## src/logic/decodePkg.sv

```systemverilog
// Shared widths and decode encodings for the 16-bit eight-register core; the opcode map is fixed and complete
package decodePkg;

    localparam int dataW   = 16; // Instruction and data word
    localparam int regAddrW = 3; // Eight registers
    localparam int numRegs = 8;
    localparam int opcodeW = 5;  // Major opcode in bits 15:11

    typedef enum logic [opcodeW-1:0] {
        opHalt     = 5'b00000,
        opNop      = 5'b00001,
        opSiic     = 5'b00010, // Decoded as a flagged no-op
        opRti      = 5'b00011, // Decoded as a no-op
        opJ        = 5'b00100,
        opJr       = 5'b00101,
        opJal      = 5'b00110,
        opJalr     = 5'b00111,
        opAddi     = 5'b01000,
        opSubi     = 5'b01001,
        opXori     = 5'b01010,
        opAndni    = 5'b01011,
        opBeqz     = 5'b01100,
        opBnez     = 5'b01101,
        opBltz     = 5'b01110,
        opBgez     = 5'b01111,
        opSt       = 5'b10000,
        opLd       = 5'b10001,
        opSlbi     = 5'b10010,
        opStu      = 5'b10011,
        opRoli     = 5'b10100,
        opSlli     = 5'b10101,
        opRori     = 5'b10110,
        opSrli     = 5'b10111,
        opLbi      = 5'b11000,
        opBtr      = 5'b11001,
        opAluShift = 5'b11010, // ROL SLL ROR SRL picked by the function bits
        opAluArith = 5'b11011, // ADD SUB XOR ANDN picked by the function bits
        opSeq      = 5'b11100,
        opSlt      = 5'b11101,
        opSle      = 5'b11110,
        opSco      = 5'b11111
    } opcodeE;

    typedef enum logic [1:0] {
        rsField = 2'b00, // Bits 10:8
        rdR     = 2'b01, // Bits 4:2
        r7      = 2'b10, // Link register
        rdI     = 2'b11  // Bits 7:5
    } destSelE;

    // MSB selects sign extension and the low bits the field size
    typedef enum logic [2:0] {
        zero5  = 3'b000,
        zero8  = 3'b001,
        sign5  = 3'b100,
        sign8  = 3'b101,
        sign11 = 3'b110
    } immSelE;

    typedef enum logic {
        aluOut = 1'b0,
        memOut = 1'b1
    } wbSrcE;

    typedef enum logic [1:0] {
        jmpNone   = 2'b00,
        jmpBranch = 2'b01, // Conditional and PC relative
        jmpPcRel  = 2'b10, // J and JAL
        jmpRegRel = 2'b11  // JR and JALR
    } jumpKindE;

    typedef enum logic [1:0] {
        linkNone = 2'b00,
        linkLbi  = 2'b01, // Load immediate into Rs
        linkPc   = 2'b10  // R7 gets PC + 2
    } linkE;

endpackage

```

## src/logic/controlDecoder.sv

```systemverilog
// Combinational opcode table; SIIC and RTI only raise a flag or pass NOP, halt is a field and stops nothing
`timescale 1ns/1ps
module controlDecoder (
    input  decodePkg::opcodeE   opcode,
    output logic                regWrite,
    output logic                memEnable,
    output logic                memWr,
    output logic                aluUseImm,
    output logic                halt,
    output logic                siic,
    output decodePkg::wbSrcE    wbSrc,
    output decodePkg::destSelE  destSel,
    output decodePkg::immSelE   immSel,
    output decodePkg::jumpKindE jumpKind,
    output decodePkg::linkE     link,
    output decodePkg::opcodeE   aluOp
);

    always_comb begin
        regWrite  = 1'b0; // Every field idles at zero
        memEnable = 1'b0;
        memWr     = 1'b0;
        aluUseImm = 1'b0;
        halt      = 1'b0;
        siic      = 1'b0;
        wbSrc     = decodePkg::aluOut;
        destSel   = decodePkg::rsField;
        immSel    = decodePkg::zero5;
        jumpKind  = decodePkg::jmpNone;
        link      = decodePkg::linkNone;
        aluOp     = opcode; // ALU sees the opcode itself
        unique case (opcode)
            decodePkg::opHalt: halt = 1'b1;
            decodePkg::opNop:  ;
            decodePkg::opSiic: siic = 1'b1;
            decodePkg::opRti:  aluOp = decodePkg::opNop;
            decodePkg::opAddi, decodePkg::opSubi, decodePkg::opRoli,
            decodePkg::opSlli, decodePkg::opRori, decodePkg::opSrli: begin
                regWrite  = 1'b1;
                aluUseImm = 1'b1;
                destSel   = decodePkg::rdI;
                immSel    = decodePkg::sign5;
            end
            decodePkg::opXori, decodePkg::opAndni: begin // Logic ops take an unsigned field
                regWrite  = 1'b1;
                aluUseImm = 1'b1;
                destSel   = decodePkg::rdI;
                immSel    = decodePkg::zero5;
            end
            decodePkg::opSt: begin
                memEnable = 1'b1;
                memWr     = 1'b1;
                aluUseImm = 1'b1; // Address is Rs plus offset
                destSel   = decodePkg::rdI;
                immSel    = decodePkg::sign5;
            end
            decodePkg::opLd: begin
                regWrite  = 1'b1;
                memEnable = 1'b1;
                aluUseImm = 1'b1;
                wbSrc     = decodePkg::memOut;
                destSel   = decodePkg::rdI;
                immSel    = decodePkg::sign5;
            end
            decodePkg::opStu: begin
                regWrite  = 1'b1; // Updated address goes back to Rs
                memEnable = 1'b1;
                memWr     = 1'b1;
                aluUseImm = 1'b1;
                immSel    = decodePkg::sign5;
            end
            decodePkg::opBtr, decodePkg::opAluShift, decodePkg::opAluArith,
            decodePkg::opSeq, decodePkg::opSlt, decodePkg::opSle, decodePkg::opSco: begin
                regWrite = 1'b1;
                destSel  = decodePkg::rdR;
            end
            decodePkg::opBeqz, decodePkg::opBnez, decodePkg::opBltz, decodePkg::opBgez: begin
                immSel   = decodePkg::sign8;
                jumpKind = decodePkg::jmpBranch;
            end
            decodePkg::opLbi: begin
                regWrite  = 1'b1;
                aluUseImm = 1'b1;
                immSel    = decodePkg::sign8;
                link      = decodePkg::linkLbi;
            end
            decodePkg::opSlbi: begin
                regWrite  = 1'b1; // Rs shifted left 8 then ORed
                aluUseImm = 1'b1;
                immSel    = decodePkg::zero8;
            end
            decodePkg::opJ: begin
                immSel   = decodePkg::sign11;
                jumpKind = decodePkg::jmpPcRel;
            end
            decodePkg::opJal: begin
                regWrite = 1'b1;
                destSel  = decodePkg::r7;
                immSel   = decodePkg::sign11;
                jumpKind = decodePkg::jmpPcRel;
                link     = decodePkg::linkPc;
            end
            decodePkg::opJr: begin
                immSel   = decodePkg::sign8;
                jumpKind = decodePkg::jmpRegRel;
            end
            decodePkg::opJalr: begin
                regWrite = 1'b1;
                destSel  = decodePkg::r7;
                immSel   = decodePkg::sign8;
                jumpKind = decodePkg::jmpRegRel;
                link     = decodePkg::linkPc;
            end
            default: ;
        endcase
    end

endmodule

```

## src/logic/decodeOutReg.sv

```systemverilog
// One-deep output register; all fields hold while outValid is high and outReady is low
`timescale 1ns/1ps
module decodeOutReg (
    input  logic                           clk,
    input  logic                           rstN,
    input  logic                           bufValid,
    output logic                           bufReady,
    input  logic                           decRegWrite,
    input  logic                           decMemEnable,
    input  logic                           decMemWr,
    input  logic                           decAluUseImm,
    input  logic                           decHalt,
    input  logic                           decSiic,
    input  decodePkg::wbSrcE               decWbSrc,
    input  decodePkg::destSelE             decDestSel,
    input  decodePkg::immSelE              decImmSel,
    input  decodePkg::jumpKindE            decJumpKind,
    input  decodePkg::linkE                decLink,
    input  decodePkg::opcodeE              decAluOp,
    input  logic [decodePkg::dataW-1:0]    decRsData,
    input  logic [decodePkg::dataW-1:0]    decRtData,
    input  logic [decodePkg::dataW-1:0]    decImm,
    input  logic [decodePkg::regAddrW-1:0] decDestReg,
    output logic                           outValid,
    input  logic                           outReady,
    output logic                           regWrite,
    output logic                           memEnable,
    output logic                           memWr,
    output logic                           aluUseImm,
    output logic                           halt,
    output logic                           siic,
    output decodePkg::wbSrcE               wbSrc,
    output decodePkg::destSelE             destSel,
    output decodePkg::immSelE              immSel,
    output decodePkg::jumpKindE            jumpKind,
    output decodePkg::linkE                link,
    output decodePkg::opcodeE              aluOp,
    output logic [decodePkg::dataW-1:0]    rsData,
    output logic [decodePkg::dataW-1:0]    rtData,
    output logic [decodePkg::dataW-1:0]    imm,
    output logic [decodePkg::regAddrW-1:0] destReg
);

    assign bufReady = !outValid || outReady; // Empty or being consumed

    always_ff @(posedge clk) begin
        if (!rstN) begin
            outValid <= 1'b0;
        end else if (bufReady) begin
            outValid <= bufValid;
        end
    end

    // Operands are frozen here so later writebacks leave them alone
    always_ff @(posedge clk) begin
        if (bufValid && bufReady) begin
            regWrite  <= decRegWrite;
            memEnable <= decMemEnable;
            memWr     <= decMemWr;
            aluUseImm <= decAluUseImm;
            halt      <= decHalt;
            siic      <= decSiic;
            wbSrc     <= decWbSrc;
            destSel   <= decDestSel;
            immSel    <= decImmSel;
            jumpKind  <= decJumpKind;
            link      <= decLink;
            aluOp     <= decAluOp;
            rsData    <= decRsData;
            rtData    <= decRtData;
            imm       <= decImm;
            destReg   <= decDestReg;
        end
    end

endmodule

```

## src/logic/decodeStage.sv

```systemverilog
// Decode stage top; two cycles from input accept to outValid, no hazard detection or forwarding
`timescale 1ns/1ps
module decodeStage (
    input  logic                           clk,
    input  logic                           rstN,
    input  logic                           inValid,
    input  logic [decodePkg::dataW-1:0]    inInstr,
    output logic                           inReady,
    input  logic                           wbEn,
    input  logic [decodePkg::regAddrW-1:0] wbAddr,
    input  logic [decodePkg::dataW-1:0]    wbData,
    output logic                           outValid,
    input  logic                           outReady,
    output logic                           regWrite,
    output logic                           memEnable,
    output logic                           memWr,
    output logic                           aluUseImm,
    output logic                           halt,
    output logic                           siic,
    output decodePkg::wbSrcE               wbSrc,
    output decodePkg::destSelE             destSel,
    output decodePkg::immSelE              immSel,
    output decodePkg::jumpKindE            jumpKind,
    output decodePkg::linkE                link,
    output decodePkg::opcodeE              aluOp,
    output logic [decodePkg::dataW-1:0]    rsData,
    output logic [decodePkg::dataW-1:0]    rtData,
    output logic [decodePkg::dataW-1:0]    imm,
    output logic [decodePkg::regAddrW-1:0] destReg
);

    logic                           bufValid;
    logic                           bufReady;
    logic [decodePkg::dataW-1:0]    bufInstr;
    logic                           decRegWrite;
    logic                           decMemEnable;
    logic                           decMemWr;
    logic                           decAluUseImm;
    logic                           decHalt;
    logic                           decSiic;
    decodePkg::wbSrcE               decWbSrc;
    decodePkg::destSelE             decDestSel;
    decodePkg::immSelE              decImmSel;
    decodePkg::jumpKindE            decJumpKind;
    decodePkg::linkE                decLink;
    decodePkg::opcodeE              decAluOp;
    logic [decodePkg::dataW-1:0]    decRsData;
    logic [decodePkg::dataW-1:0]    decRtData;
    logic [decodePkg::dataW-1:0]    decImm;
    logic [decodePkg::regAddrW-1:0] decDestReg;

    instrBuffer inBuf (
        .clk(clk), .rstN(rstN),
        .inValid(inValid), .inInstr(inInstr), .inReady(inReady),
        .bufValid(bufValid), .bufInstr(bufInstr), .bufReady(bufReady)
    );

    controlDecoder ctrl (
        .opcode(decodePkg::opcodeE'(bufInstr[15:11])), // Major opcode field
        .regWrite(decRegWrite), .memEnable(decMemEnable), .memWr(decMemWr),
        .aluUseImm(decAluUseImm), .halt(decHalt), .siic(decSiic),
        .wbSrc(decWbSrc), .destSel(decDestSel), .immSel(decImmSel),
        .jumpKind(decJumpKind), .link(decLink), .aluOp(decAluOp)
    );

    operandUnit operands (
        .clk(clk), .rstN(rstN),
        .instr(bufInstr), .immSel(decImmSel), .destSel(decDestSel),
        .wbEn(wbEn), .wbAddr(wbAddr), .wbData(wbData),
        .rsData(decRsData), .rtData(decRtData), .imm(decImm), .destReg(decDestReg)
    );

    decodeOutReg outReg (
        .clk(clk), .rstN(rstN),
        .bufValid(bufValid), .bufReady(bufReady),
        .decRegWrite(decRegWrite), .decMemEnable(decMemEnable), .decMemWr(decMemWr),
        .decAluUseImm(decAluUseImm), .decHalt(decHalt), .decSiic(decSiic),
        .decWbSrc(decWbSrc), .decDestSel(decDestSel), .decImmSel(decImmSel),
        .decJumpKind(decJumpKind), .decLink(decLink), .decAluOp(decAluOp),
        .decRsData(decRsData), .decRtData(decRtData), .decImm(decImm),
        .decDestReg(decDestReg),
        .outValid(outValid), .outReady(outReady),
        .regWrite(regWrite), .memEnable(memEnable), .memWr(memWr),
        .aluUseImm(aluUseImm), .halt(halt), .siic(siic),
        .wbSrc(wbSrc), .destSel(destSel), .immSel(immSel),
        .jumpKind(jumpKind), .link(link), .aluOp(aluOp),
        .rsData(rsData), .rtData(rtData), .imm(imm), .destReg(destReg)
    );

endmodule

```

## src/logic/instrBuffer.sv

```systemverilog
// One-word input holding register; the producer must keep inValid and inInstr stable until taken
`timescale 1ns/1ps
module instrBuffer (
    input  logic                        clk,
    input  logic                        rstN,
    input  logic                        inValid,
    input  logic [decodePkg::dataW-1:0] inInstr,
    output logic                        inReady,
    output logic                        bufValid,
    output logic [decodePkg::dataW-1:0] bufInstr,
    input  logic                        bufReady
);

    // Accept when empty or when the held word leaves this cycle
    assign inReady = !bufValid || bufReady;

    always_ff @(posedge clk) begin
        if (!rstN) begin
            bufValid <= 1'b0;
        end else if (inReady) begin
            bufValid <= inValid; // Clears on hand-off with nothing new
        end
    end

    always_ff @(posedge clk) begin
        if (inValid && inReady) begin
            bufInstr <= inInstr; // Payload only
        end
    end

endmodule

```

## src/logic/operandUnit.sv

```systemverilog
// Eight-entry register file with asynchronous reads; a same-cycle write is seen only from the next cycle
`timescale 1ns/1ps
module operandUnit (
    input  logic                           clk,
    input  logic                           rstN,
    input  logic [decodePkg::dataW-1:0]    instr,
    input  decodePkg::immSelE              immSel,
    input  decodePkg::destSelE             destSel,
    input  logic                           wbEn,
    input  logic [decodePkg::regAddrW-1:0] wbAddr,
    input  logic [decodePkg::dataW-1:0]    wbData,
    output logic [decodePkg::dataW-1:0]    rsData,
    output logic [decodePkg::dataW-1:0]    rtData,
    output logic [decodePkg::dataW-1:0]    imm,
    output logic [decodePkg::regAddrW-1:0] destReg
);

    logic [decodePkg::dataW-1:0] regs [decodePkg::numRegs];

    always_ff @(posedge clk) begin
        if (!rstN) begin
            for (int i = 0; i < decodePkg::numRegs; i++) begin
                regs[i] <= '0;
            end
        end else if (wbEn) begin
            regs[wbAddr] <= wbData; // Writeback from a later stage
        end
    end

    assign rsData = regs[instr[10:8]]; // Rs field
    assign rtData = regs[instr[7:5]];  // Rt field

    always_comb begin
        unique case (immSel)
            decodePkg::zero5:  imm = {{(decodePkg::dataW-5){1'b0}}, instr[4:0]};
            decodePkg::zero8:  imm = {{(decodePkg::dataW-8){1'b0}}, instr[7:0]};
            decodePkg::sign5:  imm = {{(decodePkg::dataW-5){instr[4]}}, instr[4:0]};
            decodePkg::sign8:  imm = {{(decodePkg::dataW-8){instr[7]}}, instr[7:0]};
            decodePkg::sign11: imm = {{(decodePkg::dataW-11){instr[10]}}, instr[10:0]};
            default:           imm = '0; // Unused encodings
        endcase
    end

    always_comb begin
        unique case (destSel)
            decodePkg::rsField: destReg = instr[10:8];
            decodePkg::rdR:     destReg = instr[4:2];
            decodePkg::r7:      destReg = 3'd7;
            decodePkg::rdI:     destReg = instr[7:5];
            default:            destReg = instr[10:8];
        endcase
    end

endmodule

```

## config.mk

```make
export PLATFORM = sky130hd
export DESIGN_NAME = decodeStage
export DESIGN_NICKNAME = d
export VERILOG_FILES = /design/src/logic/decodePkg.sv /design/src/logic/controlDecoder.sv /design/src/logic/decodeOutReg.sv /design/src/logic/decodeStage.sv /design/src/logic/instrBuffer.sv /design/src/logic/operandUnit.sv
export SDC_FILE = /design/constraint.sdc
export NUM_CORES = 1
export LEC_CHECK = 0
export ABC_AREA = 1
export BUFFER_PORTS_ARGS = -buffer_cell sky130_fd_sc_hd__clkbuf_2
export CORE_MARGIN = 2
export CORE_UTILIZATION = 59
export DETAILED_ROUTE_END_ITERATION = 12
export HOLD_SLACK_MARGIN = 0.12
export MAX_ROUTING_LAYER = met4
export PLACE_DENSITY_LB_ADDON = 0.1
export SLEW_MARGIN = 20
export SYNTH_ARGS = -nofsm -noshare
export SYNTH_HDL_FRONTEND = slang
export SYNTH_SLANG_ARGS = --single-unit
```

## constraint.sdc

```tcl
create_clock -name clk -period 5.9 [get_ports clk]
set_input_delay 0 -clock clk [delete_from_list [all_inputs] [get_ports clk]]
set_output_delay 0 -clock clk [all_outputs]
set_load 0.02 [all_outputs]
```

# Word-level counts from Yosys, hierarchy flattened
# Memories as Yosys holds them, arrays and structs flattened. A register that Yosys moved wholly into a read port is not among the register bits.
# Cells that the tools add are included.
# word_totals
ram_bits,128
n_memories,1
regBits,58
input_bits,40
# classes
muxes,20
n_reduce_logical,22
n_eq_ne,37
# memory_table
name,depth,width,rd,rd_ports_with_merged_regs,write_ports,line,rtl
operands.regs,8,16,2,2,8,operandUnit.sv:18,logic [decodePkg::dataW-1:0] regs [decodePkg::numRegs];
# op_table
op,n
"== test 5 bit, second input constant",16
one-hot mux 16 bit (5 select lines),1
"== test 5 x 4 -> 1 bit, second input constant",8
one-hot mux 3 bit (4 select lines),2
OR reduction 21 bit,1
"== test 5 x 3 -> 1 bit, second input constant",4
2-to-1 mux 16 bit,1
OR reduction 16 bit,1
OR reduction 7 bit,2
OR reduction 13 bit,1
2-to-1 mux 1 bit,12
one-hot mux 2 bit (3 select lines),2
"== test 5 x 2 -> 1 bit, second input constant",2
OR reduction 10 bit,1
"== test 3 bit, second input constant",3
OR reduction 9 bit,1
OR reduction 2 bit,4
zero test 5 bit,1
"== test 2 bit, second input constant",2
one-hot mux 2 bit (2 select lines),1
OR reduction 4 bit,1
"== test 3 x 1 -> 1 bit, second input constant",1
zero test 3 bit,1
2-to-1 mux 3 bit,1
other kinds (6),9

# Depth between registers and ports, before layout
# Gate-level depths: netlist of the first run.
# logic_depth
ltp_word,5
mapped_depth,10
mapped_depth_nobuf,9

# Hierarchy
# A second synthesis of the first run with hierarchy kept.
# hier_totals
cells_unflattened,1248
area_unflattened_um2,10839.1
# by_module_without_submodules
mod,instances,area_per_inst_um2,seq_area_each_um2,cells_per_inst
operandUnit,1,7781.2,3843.7,1079
decodeOutReg,1,2213.4,2182.1,79
instrBuffer,1,531.8,500.5,23
controlDecoder,1,312.8,0.0,67

# Worst setup path before layout of the first run
# Ideal clock, no wire load.
# synth_path
path_type,register to register
start,register outReg.outValid
end,"register outReg.aluOp[0], enable pin"
setup_ns,0.514
stages_incl_launch_ff,2
setup_slack_ns,1.693
arrival_ns,3.693
path_cell_list,dfxtp_1 a21oi_1
# synth_between
elab_chain_len,3
# synth_lines
element,line,rtl
start: declaration,decodeOutReg.sv:24,"output logic outValid,"
start signal: assignment,decodeOutReg.sv:50,outValid <= bufValid;
zero test 1 bit,decodeOutReg.sv:44,assign bufReady = !outValid || outReady;
logical OR 1 bit,decodeOutReg.sv:44,
logical AND 1 bit,decodeOutReg.sv:56,if (bufValid && bufReady) begin
end signal: assignment,decodeOutReg.sv:68,aluOp <= decAluOp;
end: declaration,decodeOutReg.sv:37,"output decodePkg::opcodeE aluOp,"
# Every way passes these cells.
# A chain may end at the register's enable or synchronous reset.

==> reports/results.tsv, run 1 <==
stage	metric	value	unit
timing	setup_tns	0	ns
synthesis	netlist_area	9962	um2
synthesis	synth_edf_count	211	
clock_tree	cts_resized	0	
synthesis	syn-num-nets	1063	
worst_setup_path	path_cells	buf_4, inv_1, buf_4, nor2_1, o21ai_0, nand2_1, nand2_1	
worst_setup_path	critPathBufInv	3	
global_routing	grtUsageTotal	0.2949	
routing	dr.pass1.iters	5	
power_and_ir_drop	power_leakage	4.806	nW
worst_setup_path	cp-start-kind	flop	
die	initial_utilization	0.6029	
timing	skew	0.01285	ns
synthesis	yosysWarnings	0	
synthesis	synth-async-reset-ratio	0	
die	core_area	16520	um2
timing	relSlewSlack	0.3255	
routing	wl_per_cell	18.67	um
synthesis	synth_cells	1023	
final_layout	nNetsFinal	1171	
clock_tree	h-tree-depth	1	
flow_run	maxCapViolCount	0	
final_layout	fillCellCount	1266	
clock_tree	cts_tree	done	
timing	worstMarginPinSlew	1.009	ns
die	fp-row-count	47	
timing	rsz0062_at_grt	no	
final_layout	insertedDiodeCount	0	
worst_setup_path	cp_top_family	buffers and inverters	
synthesis	syn-mean-instance-area	9.738	um2
synthesis	synth.distinct_cells	25	
placement	dpl-instance-area	10510	um2
min_path	holdCritStartpoint	inInstr[1]	
worst_setup_path	required	6.16	ns
clock_tree	cts_max_path_buffers	3	
routing	wirelength	25510	um
clock_tree	cts_made_buffers	22	
clock_tree	cts_setup_buffers	0	
placement	gp_congestion	0.8309	
die	top_level_ports	114	
placement	post-place-cells	1290	
routing	routed_via_density	5.698	
worst_setup_path	critPathMaxFanout	76	
routing	vias	7784	
clock_tree	cts-hold-fix-buffers	37	
power_and_ir_drop	powerDensity	315.7	nW/um2
die	die_area	17940	um2
worst_setup_path	crit_path_end_kind	flop	
worst_setup_path	crit_type	flop to flop	
final_layout	drive_above_1_share	0.1623	
routing	ant_nets	0	
routing	drc_errors	0	
timing	layout_min_cycle_time	2.605	ns
timing	slew_viol_final	0	
synthesis	yosys-top-cells-area	edfxtp_1 64%, o21ai_0 9.1%, nor2_1 7.6%	
min_path	min_path_type	primary input to flop	
synthesis	yosysMostFrequentCell	edfxtp_1	
synthesis	ys_seq_elements	213	
clock_tree	clock_sinks	213	
power_and_ir_drop	ir_worst_vdd	0.2114	mV
worst_setup_path	r2r_start	inBuf.bufInstr[5]$_DFFE_PP_	
synthesis	synth_common_cells	211 x edfxtp_1, 203 x nor2_1, 181 x o21ai_0	
worst_setup_path	cp.arrival	2.86	ns
timing	fin_crit_sh	0.4415	
synthesis	synth_seq_area_share	0.6400	
final_layout	final_area	11660	um2
global_routing	grt_pass1_wl	39370	um
global_routing	grt-ovfl-total	0	
global_routing	antenna_found_initial	0	
synthesis	ys.flop_type	edfxtp_1	
clock_tree	clk_latency	0.50	ns
final_layout	synthToLayoutAreaGrowth	17.01	%
die	fp.dieW	133.9	um
worst_setup_path	crit_start	inBuf.bufInstr[5]$_DFFE_PP_	
worst_setup_path	critPathSlowestCell	edfxtp_1	
timing	fmax	383.9	MHz
synthesis	synth_largest_area_cell	edfxtp_1	
placement	dpl.hpwl	14620	um
global_routing	grt_max_degree	100	
worst_setup_path	critPathMaxStageDelay	0.80	ns
outcome	outcome	complete, no violations	
synthesis	yosys.area.top_type_share	0.6360	
power_and_ir_drop	totalPowerFinal	0.003680	W
timing	hold_viol	0	
die	die_h	133.9	um
clock_tree	ctsRootBufferMaster	clkbuf_16	
timing	setup_viol	0	
placement	port_buffers	113	
routing	drt-initial-drc-count	904	
global_routing	grt_pass1_vias	7370	
final_layout	fin_cells	1366	
clock_tree	clkSlewWorstSetupHoldPaths	0.06	ns
[layout make-up]
class	count	area, um2	share of cell area
Clock buffer	26	586.8	0.05034
Clock inverter	13	186.4	0.01599
Inverter	78	294.0	0.02523
Multi-Input combinational cell	659	2949	0.2530
Sequential cell	213	6376	0.5470
Tap cell	220	275.3	0.02362
Timing Repair Buffer	157	988.4	0.08480
[layout by cell type, fill, tap and decap left out, drive strengths merged, types with 2 or more instances in the layout]
cell         count
edfxtp         211
nor2           212
o21ai          193
inv             75
nand3           15
clkinv          10
buf              7
dfxtp            2
nor3             2
a21oi           73
dlygate4sd3     37
clkbuf         139
nand2          163
bufinv           5
[sequential cells by signal, summed over array words and instances, names as in the netlist, 2 cells and up]
signal	cells
outReg.jumpKind	2
outReg.imm	11
outReg.destSel	2
outReg.immSel	3
outReg.rsData	16
outReg.rtData	16
inBuf.bufInstr	16
operands.regs	128
outReg.link	2
outReg.aluOp	5
outReg.destReg	3
[metrics by stage]
| stage | setup slack, ns | utilization | hold WS [ns] |
|---|---|---|---|
| final | 3.295 | 0.7054 | 0.2237 |
| after global routing | 3.084 | 0.7054 | 0.2216 |
| after CTS | 3.350 | 0.7054 | 0.2040 |
| after detailed placement | 3.384 | 0.6362 | 0.1789 |
| after global placement | 3.388 | 0.6362 | 0.1786 |
| after floorplan | 1.693 | - | 0.09887 |
[metal layers]
layer | track usage | vias up | wire, um
li1 | - | 3663 | -
met1 | 0.3920 | 3589 | 10250
met2 | 0.4655 | 473 | 12040
met3 | 0.04308 | 59 | 2548
met4 | 0.1141 | 0 | 672
met5 | - | - | 0
[cell families (layout without fill, tap and decap cells)]
group | after synthesis | after routing | share of synthesized area
flops | 213 | 213 | 0.6400
simple gates | 393 | 393 | 0.1613
buf+inv | 151 | 274 | 0.06506
compound gates | 266 | 266 | 0.1336
[power breakdown]
group          internal, W  switching (W)  leakage, nW
sequential         0.00177      0.0000481         2.04
combinational     0.000114       0.000265         2.39
clock             0.000925       0.000557        0.373
[worst paths after layout]
kind                                  to  slack (ns)  cells after the start
max           outReg.rtData[5]$_DFFE_PP_        3.30                      7
min          inBuf.bufInstr[1]$_DFFE_PP_        0.22                      2
max reg2reg   outReg.rtData[5]$_DFFE_PP_        3.30                      7
min reg2reg      outReg.imm[1]$_DFFE_PP_        0.43                      0
Note: power is estimated with default switching activity, not from simulation.
==> run 2: changes to the inputs <==
--- a/config.mk
+++ b/config.mk
@@ -5,7 +5,7 @@
 export SDC_FILE = /design/constraint.sdc
 export NUM_CORES = 1
 export LEC_CHECK = 0
-export ABC_AREA = 1
+export ABC_AREA = 0
 export BUFFER_PORTS_ARGS = -buffer_cell sky130_fd_sc_hd__clkbuf_2
 export CORE_MARGIN = 2
 export CORE_UTILIZATION = 59
==> constraint.sdc (replaced) <==
create_clock -name clk -period 2.63 [get_ports clk]
set_input_delay 0 -clock clk [delete_from_list [all_inputs] [get_ports clk]]
set_output_delay 0 -clock clk [all_outputs]
set_load 0.02 [all_outputs]
==> reports/results.tsv, run 2 <==
stage	metric	value	unit
synthesis	synth.distinct_cells	43	
timing	slew_viol_final	0	
global_routing	grt-ovfl-total	0	
timing	setup_viol	0	
final_layout	synthToLayoutAreaGrowth	17.50	%
final_layout	multi_input_area	3344	um2
clock_tree	cts_made_buffers	23	
final_layout	drive_above_1_share	0.2573	
flow_run	maxCapViolCount	0	
die	core_area	16640	um2
clock_tree	clock_sinks	213	
clock_tree	ctsRootBufferMaster	clkbuf_16	
clock_tree	clkSlewWorstSetupHoldPaths	0.06	ns
synthesis	synth-async-reset-ratio	0	
min_path	holdCritStartpoint	inInstr[13]	
routing	drt-initial-drc-count	537	
power_and_ir_drop	seqPwrFrac	0.528	
global_routing	grt_pass1_vias	6321	
placement	dp_slack	0.8194	ns
placement	dpl-instance-area	10790	um2
die	initial_utilization	0.6039	
synthesis	yosys-top-cells-area	edfxtp_1 63%, and2_1 8.0%, mux4_1 7.8%	
global_routing	grt_max_degree	36	
routing	dr.pass1.iters	5	
timing	fmax	465.4	MHz
clock_tree	clk_latency	0.51	ns
timing	setup_tns	0	ns
global_routing	grtUsageTotal	0.2744	
global_routing	busiest_layer	met2	
synthesis	yosysWarnings	0	
final_layout	layout_common_cells	211 x edfxtp_1, 129 x and2_1, 113 x clkbuf_2, 107 x nand2_1, 37 x dlygate4sd3_1	
final_layout	nNetsFinal	847	
final_layout	largest_register_ff_count	128	
clock_tree	cts_max_path_buffers	3	
power_and_ir_drop	powerDensity	653.9	nW/um2
timing	relSlewSlack	0.3673	
synthesis	syn-mean-instance-area	15.11	um2
worst_setup_path	crit_start	outReg.outValid$_SDFFE_PN0P_	
synthesis	synth_largest_area_cell	edfxtp_1	
synthesis	syn-num-nets	705	
placement	port_buffers	113	
timing	rsz0062_at_grt	no	
final_layout	fillCellCount	1107	
synthesis	synth_cells	665	
timing	fin_ws	0.4813	ns
timing	worstMarginPinSlew	0.9481	ns
routing	ant_nets	0	
power_and_ir_drop	pwr-share-clk	0.365	
placement	gp_congestion	0.8598	
global_routing	use_met2	0.4691	
routing	wirelength	23060	um
synthesis	synth_common_cells	211 x edfxtp_1, 129 x and2_1, 107 x nand2_1	
worst_setup_path	r2r_start	outReg.outValid$_SDFFE_PN0P_	
timing	skew	0.01751	ns
timing	hold_viol	0	
outcome	outcome	complete, no violations	
clock_tree	cts_setup_buffers	0	
die	die_h	134.5	um
synthesis	ys_seq_elements	213	
global_routing	use_met1	0.3465	
routing	routed_via_density	6.019	
final_layout	largest-register	operands.regs	
final_layout	regArea	6376	um2
worst_setup_path	cp.arrival	2.59	ns
routing	vias	6260	
power_and_ir_drop	p_switching	0.001798	W
die	fp-row-count	47	
final_layout	final_common_cell	edfxtp_1	
global_routing	antenna_found_initial	0	
power_and_ir_drop	totalPowerFinal	0.007722	W
timing	layout_min_cycle_time	2.149	ns
synthesis	yosysMostFrequentCell	edfxtp_1	
power_and_ir_drop	power_leakage	4.543	nW
worst_setup_path	required	3.08	ns
die	die_area	18090	um2
global_routing	met3_usage	0.03979	
power_and_ir_drop	p_sw_frac	0.2328	
synthesis	synth_seq_area_share	0.6345	
power_and_ir_drop	ir_worst_vdd	0.4890	mV
final_layout	final_area	11810	um2
final_layout	insertedDiodeCount	0	
die	top_level_ports	114	
routing	drc_errors	0	
worst_setup_path	crit_path_end_kind	flop	
synthesis	yosys.area.top_type_share	0.6305	
min_path	min_path_type	primary input to flop	
synthesis	synth_edf_count	211	
power_and_ir_drop	share_comb_of_total_power	0.107	
global_routing	grt_pass1_wl	35900	um
synthesis	netlist_area	10050	um2
synthesis	ys.flop_type	edfxtp_1	
worst_setup_path	cp-start-kind	flop	
worst_setup_path	crit_type	flop to flop	
power_and_ir_drop	internal-power	0.005924	W
routing	wl_per_cell	22.17	um
timing	fin_crit_sh	0.8170	
die	fp.dieW	134.5	um
clock_tree	cts_tree	done	
final_layout	fin_util	0.7096	
placement	dpl.hpwl	13980	um
clock_tree	h-tree-depth	1	
worst_setup_path	critPathMaxFanout	4	
## run 2: cells by family after synthesis
family                    after synthesis  share of synthesized area
and+or+nand+nor                       286                     0.1510
xor gates and xnor gates                2                   0.001743
muxes                                  65                     0.1558
DFF                                   213                     0.6345
buffers and inverters                  60                    0.03349
AOI/OAI and AO/OA                      39                    0.02353
## run 2: metal layers
layer / share of wire / wire [um] / vias to the layer above
met3: 0.075 / 1718 / 49
met1: 0.38 / 8871 / 3164
met4: 0.023 / 539 / 0
met2: 0.52 / 11930 / 285
li1: - / - / 2762
met5: 0 / 0 / -
## run 2: final cells by class
class,count,area share
Sequential cell,213,0.5399
Multi-Input combinational cell,392,0.2832
Timing Repair Buffer,170,0.09621
Clock buffer,25,0.04937
Tap cell,220,0.02331
Clock inverter,13,0.005722
Inverter,7,0.002225
## run 2: power by group through the flow
| stage | Clock (W) | Combinational [W] | Sequential [W] |
|---|---|---|---|
| after global placement | 0 | 0.000766 | 0.00413 |
| final | 0.00282 | 0.000824 | 0.00408 |
| after CTS | 0.00286 | 0.000826 | 0.00408 |
| after global routing | 0.00297 | 0.000890 | 0.00410 |
| after floorplan | 0 | 0.000471 | 0.00417 |
| after detailed placement | 0 | 0.000780 | 0.00415 |
## run 2: per-stage QoR
step / cells / hold slack [ns]
floorplan: 665 / 0.09887
global placement: 965 / 0.1783
detailed placement: 965 / 0.1788
CTS: 1040 / 0.1937
global route: 1040 / 0.2072
finish: 1040 / 0.2107
## run 2: final timing paths
kind                                  end  slack, ns  cells after the start
min reg2reg       outReg.imm[1]$_DFFE_PP_       0.42                      0
max           inBuf.bufValid$_SDFFE_PN0N_       0.48                      5
max reg2reg   inBuf.bufValid$_SDFFE_PN0N_       0.48                      5
min          inBuf.bufInstr[13]$_DFFE_PP_       0.21                      2
## run 2: repair_timing
item / 4_1_cts / 5_1_grt
endpoints found under the setup margin: 0 / 0
hold endpoints to repair: 146 / 0
resized for setup: 0 / 0
hold buffers: 37 / 0
## run 2: worst max-delay path, stage by stage, from the launching register on
cell,delay (ns)
dfxtp_1,0.33
nor2b_1,0.35
a21oi_1,0.14
dlygate4sd3_1,0.58
nor2b_1,0.13
dlygate4sd3_1,0.57
